--- config.mk ---
export PLATFORM = sky130hd
export DESIGN_NAME = rename_table
export DESIGN_NICKNAME = d
export VERILOG_FILES = /design/src/isa_pkg.sv /design/src/rob_pkg.sv /design/src/rename_table.sv
export SDC_FILE = /design/constraint.sdc
export NUM_CORES = 1
export LEC_CHECK = 0
export ABC_AREA = 1
export BUFFER_PORTS_ARGS = -buffer_cell sky130_fd_sc_hd__buf_2
export CAP_MARGIN = 20
export CORE_UTILIZATION = 57
export CTS_BUF_LIST = sky130_fd_sc_hd__clkbuf_2
export DETAILED_ROUTE_END_ITERATION = 10
export GPL_TIMING_DRIVEN = 1
export PLACE_DENSITY = 0.79
export SLEW_MARGIN = 25
export SYNTH_ARGS = -nofsm -noshare
export SYNTH_HDL_FRONTEND = slang
export SYNTH_SLANG_ARGS = --single-unit
--- constraint.sdc ---
create_clock -name clk -period 2.1 [get_ports clk]
set_input_delay 0.42 -clock clk [delete_from_list [all_inputs] [get_ports clk]]
set_output_delay 0.42 -clock clk [all_outputs]
set_load 0.01 [all_outputs]
--- src/isa_pkg.sv ---
package isa_pkg;

    // register file geometry
    localparam int NUM_REGS = 32;
    localparam int REG_W    = $clog2(NUM_REGS);

    localparam int XLEN     = 32;   // data path width
    localparam int ADDR_W   = 32;

    typedef logic [REG_W-1:0]  reg_name_t;
    typedef logic [XLEN-1:0]   data_t;
    typedef logic [ADDR_W-1:0] addr_t;

    // x0 reads as zero and is never renamed
    localparam reg_name_t REG_ZERO = '0;

    // coarse operation class, enough to decide how an entry retires
    typedef enum logic [1:0] {
        op_alu    = 2'd0,
        op_load   = 2'd1,
        op_store  = 2'd2,   // no register write at commit
        op_branch = 2'd3    // link value is pc_next
    } op_class_e;

endpackage

--- src/rob_pkg.sv ---
package rob_pkg;

    localparam int ROB_DEPTH = 16;
    localparam int TAG_W     = $clog2(ROB_DEPTH);

    typedef logic [TAG_W-1:0] rob_tag_t;
    typedef logic [TAG_W:0]   rob_count_t;  // 0 .. ROB_DEPTH

    // one instruction leaving decode
    typedef struct packed {
        isa_pkg::op_class_e op;
        isa_pkg::reg_name_t rd;
        isa_pkg::reg_name_t rs1;
        isa_pkg::reg_name_t rs2;
        logic               pred_taken;
        isa_pkg::addr_t     pc_next;    // fall-through address
    } issue_req_t;

    // source operand as seen by the reservation stations
    typedef struct packed {
        logic           ready;
        rob_tag_t       tag;    // producer, only meaningful when not ready
        isa_pkg::data_t value;
    } operand_t;

    // result bus from execution
    typedef struct packed {
        rob_tag_t       tag;
        isa_pkg::data_t data;
        logic           taken;
        isa_pkg::addr_t target;
    } wb_t;

    typedef struct packed {
        rob_tag_t           tag;
        isa_pkg::reg_name_t rd;
        isa_pkg::data_t     data;
        logic               is_store;
    } commit_t;

    typedef struct packed {
        isa_pkg::addr_t pc;
    } redirect_t;

endpackage

--- src/rename_table.sv ---
`timescale 1ns/1ps

module rename_table (
    input  logic               clk,
    input  logic               rst,

    input  logic               alloc_valid,
    input  isa_pkg::reg_name_t alloc_rd,
    input  rob_pkg::rob_tag_t  alloc_tag,

    input  logic               commit_valid,
    input  rob_pkg::commit_t   commit,
    input  logic               flush,

    input  isa_pkg::reg_name_t rs1,
    input  isa_pkg::reg_name_t rs2,
    output logic               rs1_busy,
    output logic               rs2_busy,
    output rob_pkg::rob_tag_t  rs1_tag,
    output rob_pkg::rob_tag_t  rs2_tag
);

    logic [isa_pkg::NUM_REGS-1:0] busy;
    rob_pkg::rob_tag_t            tags [isa_pkg::NUM_REGS];

    logic set_en;
    logic clr_en;

    assign set_en = alloc_valid && (alloc_rd != isa_pkg::REG_ZERO);

    // clear only if no younger producer took the register over
    assign clr_en = commit_valid && !commit.is_store
                    && (tags[commit.rd] == commit.tag);

    always_ff @(posedge clk) begin
        if (rst) begin
            busy <= '0;
        end else begin
            if (flush)
                busy <= '0;
            else if (clr_en)
                busy[commit.rd] <= 1'b0;
            if (set_en)
                busy[alloc_rd] <= 1'b1;    // allocate wins
        end
    end

    always_ff @(posedge clk) begin
        if (set_en)
            tags[alloc_rd] <= alloc_tag;
    end

    assign rs1_busy = busy[rs1];
    assign rs2_busy = busy[rs2];
    assign rs1_tag  = tags[rs1];
    assign rs2_tag  = tags[rs2];

endmodule

==> flow_summary.json <==
{
  "status": "finished with violations",
  "violations": "negative setup slack",
  "drt_iter0_drc": 2078,
  "placed_area_sq_um": 11600,
  "wl_um": 37700,
  "ioPinCount": 76,
  "grt_usage": 0.410,
  "rows": 48,
  "initial_core_util": 0.585,
  "cts_buffer_depth": 2,
  "synth_area_leader_cell": "edfxtp_1",
  "min-delay-path-class": "input pin to register",
  "pwr_density_cell_nw_per_um2": 547,
  "worstPathMaxFanout": 2,
  "wl_per_cell_um": 21.4,
  "place_hpwl_um": 25200,
  "synth.cell_area_sq_um": 10100,
  "power_leakage_nw": 4.77,
  "worstReg2RegStart": "tags[6][1]$_DFFE_PP_",
  "syn_area_per_cell_sq_um": 7.36,
  "dieArea_sq_um": 18300,
  "grt_pass1_vias": 10200,
  "cp.required_ns": 1.68,
  "synth_top_area_frac": 0.380,
  "max_freq_ghz": 0.369,
  "crit_path_start_kind": "register",
  "grt_max_degree": 40,
  "antenna_found_initial": 1,
  "avgViaCountPerCell": 6.42,
  "slew_headroom": 0.293,
  "ys_ff_latch": 160,
  "cts_tree": "built",
  "fin_util": 0.709,
  "synth_top_cells_by_area": "edfxtp_1 38%, nand2_1 11%, o21ai_0 9.2%",
  "ant_nets": 0,
  "crit_start": "tags[6][1]$_DFFE_PP_",
  "stdcell_area_sq_um": 12300,
  "htreeDepth": 4,
  "p_total_mw": 6.71,
  "clock_sinks": 160,
  "place_congestion": 0.976,
  "ys_seq_area_frac": 0.443,
  "worstMarginPinSlew_ns": 1.05,
  "core_area_sq_um": 17300,
  "path_clk_slew_ns": 0.24,
  "yosys_warnings": 0,
  "drtPass1Iterations": 7,
  "fin_crit_ns": 2.71,
  "via_count": 11300,
  "dieWidth_um": 135,
  "drcViolationCount": 0,
  "worst_slack_ns": -0.613,
  "synthCells": 1374,
  "synth_cell_type_count": 35,
  "rsz0062_at_grt": "true",
  "endpoint_kind": "output port",
  "fillers": 1369,
  "path_class": "register to output port",
  "hold_viol_final": 0,
  "crit_arrival_ns": 2.29,
  "clock_latency_ns": 0.77,
  "cts_made_buffers": 17,
  "fin_nets": 1589,
  "maxCapViolCount": 0,
  "die_y_um": 135,
  "drive_above_1_share": 0.220,
  "io_buffers": 43,
  "setup_violations": 41,
  "overflow": 0,
  "grt_pass1_wl_um": 55300,
  "final-max-slew-violation-count": 0,
  "area_growth_pct": 21.3,
  "min_period_over_period": 1.29,
  "ir_drop_mv": 0.381,
  "clock-skew-final_ns": 0.0380,
  "hp-start": "alloc_tag[1]",
  "root_buffer": "clkbuf_2"
}
path summary, 6_finish.rpt:
kind,end,slack (ns),depth (start not counted)
hold reg to reg,busy[25]$_SDFF_PP0_,0.56,4
hold / removal,tags[6][1]$_DFFE_PP_,0.16,1
setup / recovery,rs1_tag[1],-0.61,9
setup reg to reg,busy[19]$_SDFF_PP0_,-0.12,16
cell usage after synthesis:
cell type  number
a31oi_1        12
a21oi_2         1
o31ai_1         1
edfxtp_1      128
buf_2           9
nand3_1        52
nand2_1       289
inv_4           2
nor3_2          4
buf_4           7
dfxtp_1        32
clkinv_1        2
nor3_1         14
o22ai_1        10
buf_6          14
nand2_2         2
o211ai_1       16
clkbuf_1       65
nor2_4          3
nand4_1        43
conb_1          1
o221ai_1       29
a32o_1          1
inv_1         115
buf_1           2
inv_2           4
a41oi_1         1
o21ai_0       185
a21oi_1       101
o21ai_1         4
nand3b_1        1
or3b_2          1
nor2_1        216
a32oi_1         6
nor2_2          1
routing by layer:
| metal | wire length (um) | global-route usage |
|---|---|---|
| met1 | 13400 | 0.534 |
| met2 | 16000 | 0.594 |
| met3 | 5610 | 0.117 |
| met4 | 2660 | 0.270 |
| met5 | 0 | 0 |
critical path, cell delays in order, from the launching register on:
cell and delay (ns):
edfxtp_1 0.43, inv_2 0.05, a21oi_2 0.14, o21ai_1 0.10
o211ai_1 0.12, nand3_1 0.17, o31ai_2 0.10, nor2_1 0.07
a31oi_1 0.19, buf_2 0.16
kinds of logic after synthesis:
kind of cell,synth area share
flip-flops,0.443
buffers and inverters,0.0962
AO/OA/AOI/OAI,0.203
other,0.000371
AND/OR/NAND/NOR,0.257
what timing repair did:
| item | 4_1_cts | 5_1_grt |
|---|---|---|
| setup buffers | 14 | 7 |
| endpoints found under the setup margin | 10 | 42 |
| hold buffers | 0 | 0 |
| pin swaps | 35 | 36 |
| gates cloned | 0 | 3 |
| gates resized for setup | 64 | 63 |
where the power goes:
group	internal (mW)	switching [mW]	leakage, nW
Sequential	3.46	0.0289	1.42
Combinational	0.532	0.954	3.19
Clock	0.670	1.06	0.154
Total	4.66	2.05	4.77
cell type report:
type                       count  area (sq um)  area share
multi-input combinational    997          4870       0.397
sequential                   160          4500       0.367
timing repair buffer         224          1920       0.156
inverter                     123           467      0.0380
tap                          225           282      0.0229
clock inverter                10           121     0.00989
clock buffer                  22           110     0.00898
antenna                        1          2.50    0.000204
metrics by stage:
stage | setup WS, ns | hold slack [ns] | cells | TNS [ns]
global placement | -0.303 | 0.534 | 1706 | -10.55
finish | -0.613 | 0.160 | 1762 | -7.81
global route | -0.736 | 0.104 | 1762 | -12.37
detailed placement | -0.340 | 0.538 | 1706 | -11.93
CTS | -0.617 | 0.135 | 1752 | -4.59
floorplan | 0.0432 | 0.489 | 1377 | 0
sequential cells by signal (all words and copies together) (netlist names):
register	flops
tags	128
busy	32
placed cells by master, fill, tap and decap left out, types with 11 or more instances in the layout:
master	count
nand2_1	283
nor2_1	210
buf_4	154
edfxtp_1	128
o21ai_0	126
inv_1	106
a21oi_1	95
nand3_1	51
o21ai_1	49
nand4_1	43
buf_2	43
o221ai_1	28
buf_12	24
clkbuf_2	22
dfxtp_1	21
o211ai_1	16
inv_2	14
nor3_1	14
o21ai_2	13
dfxtp_2	11
(Power assumes the default switching activity.)
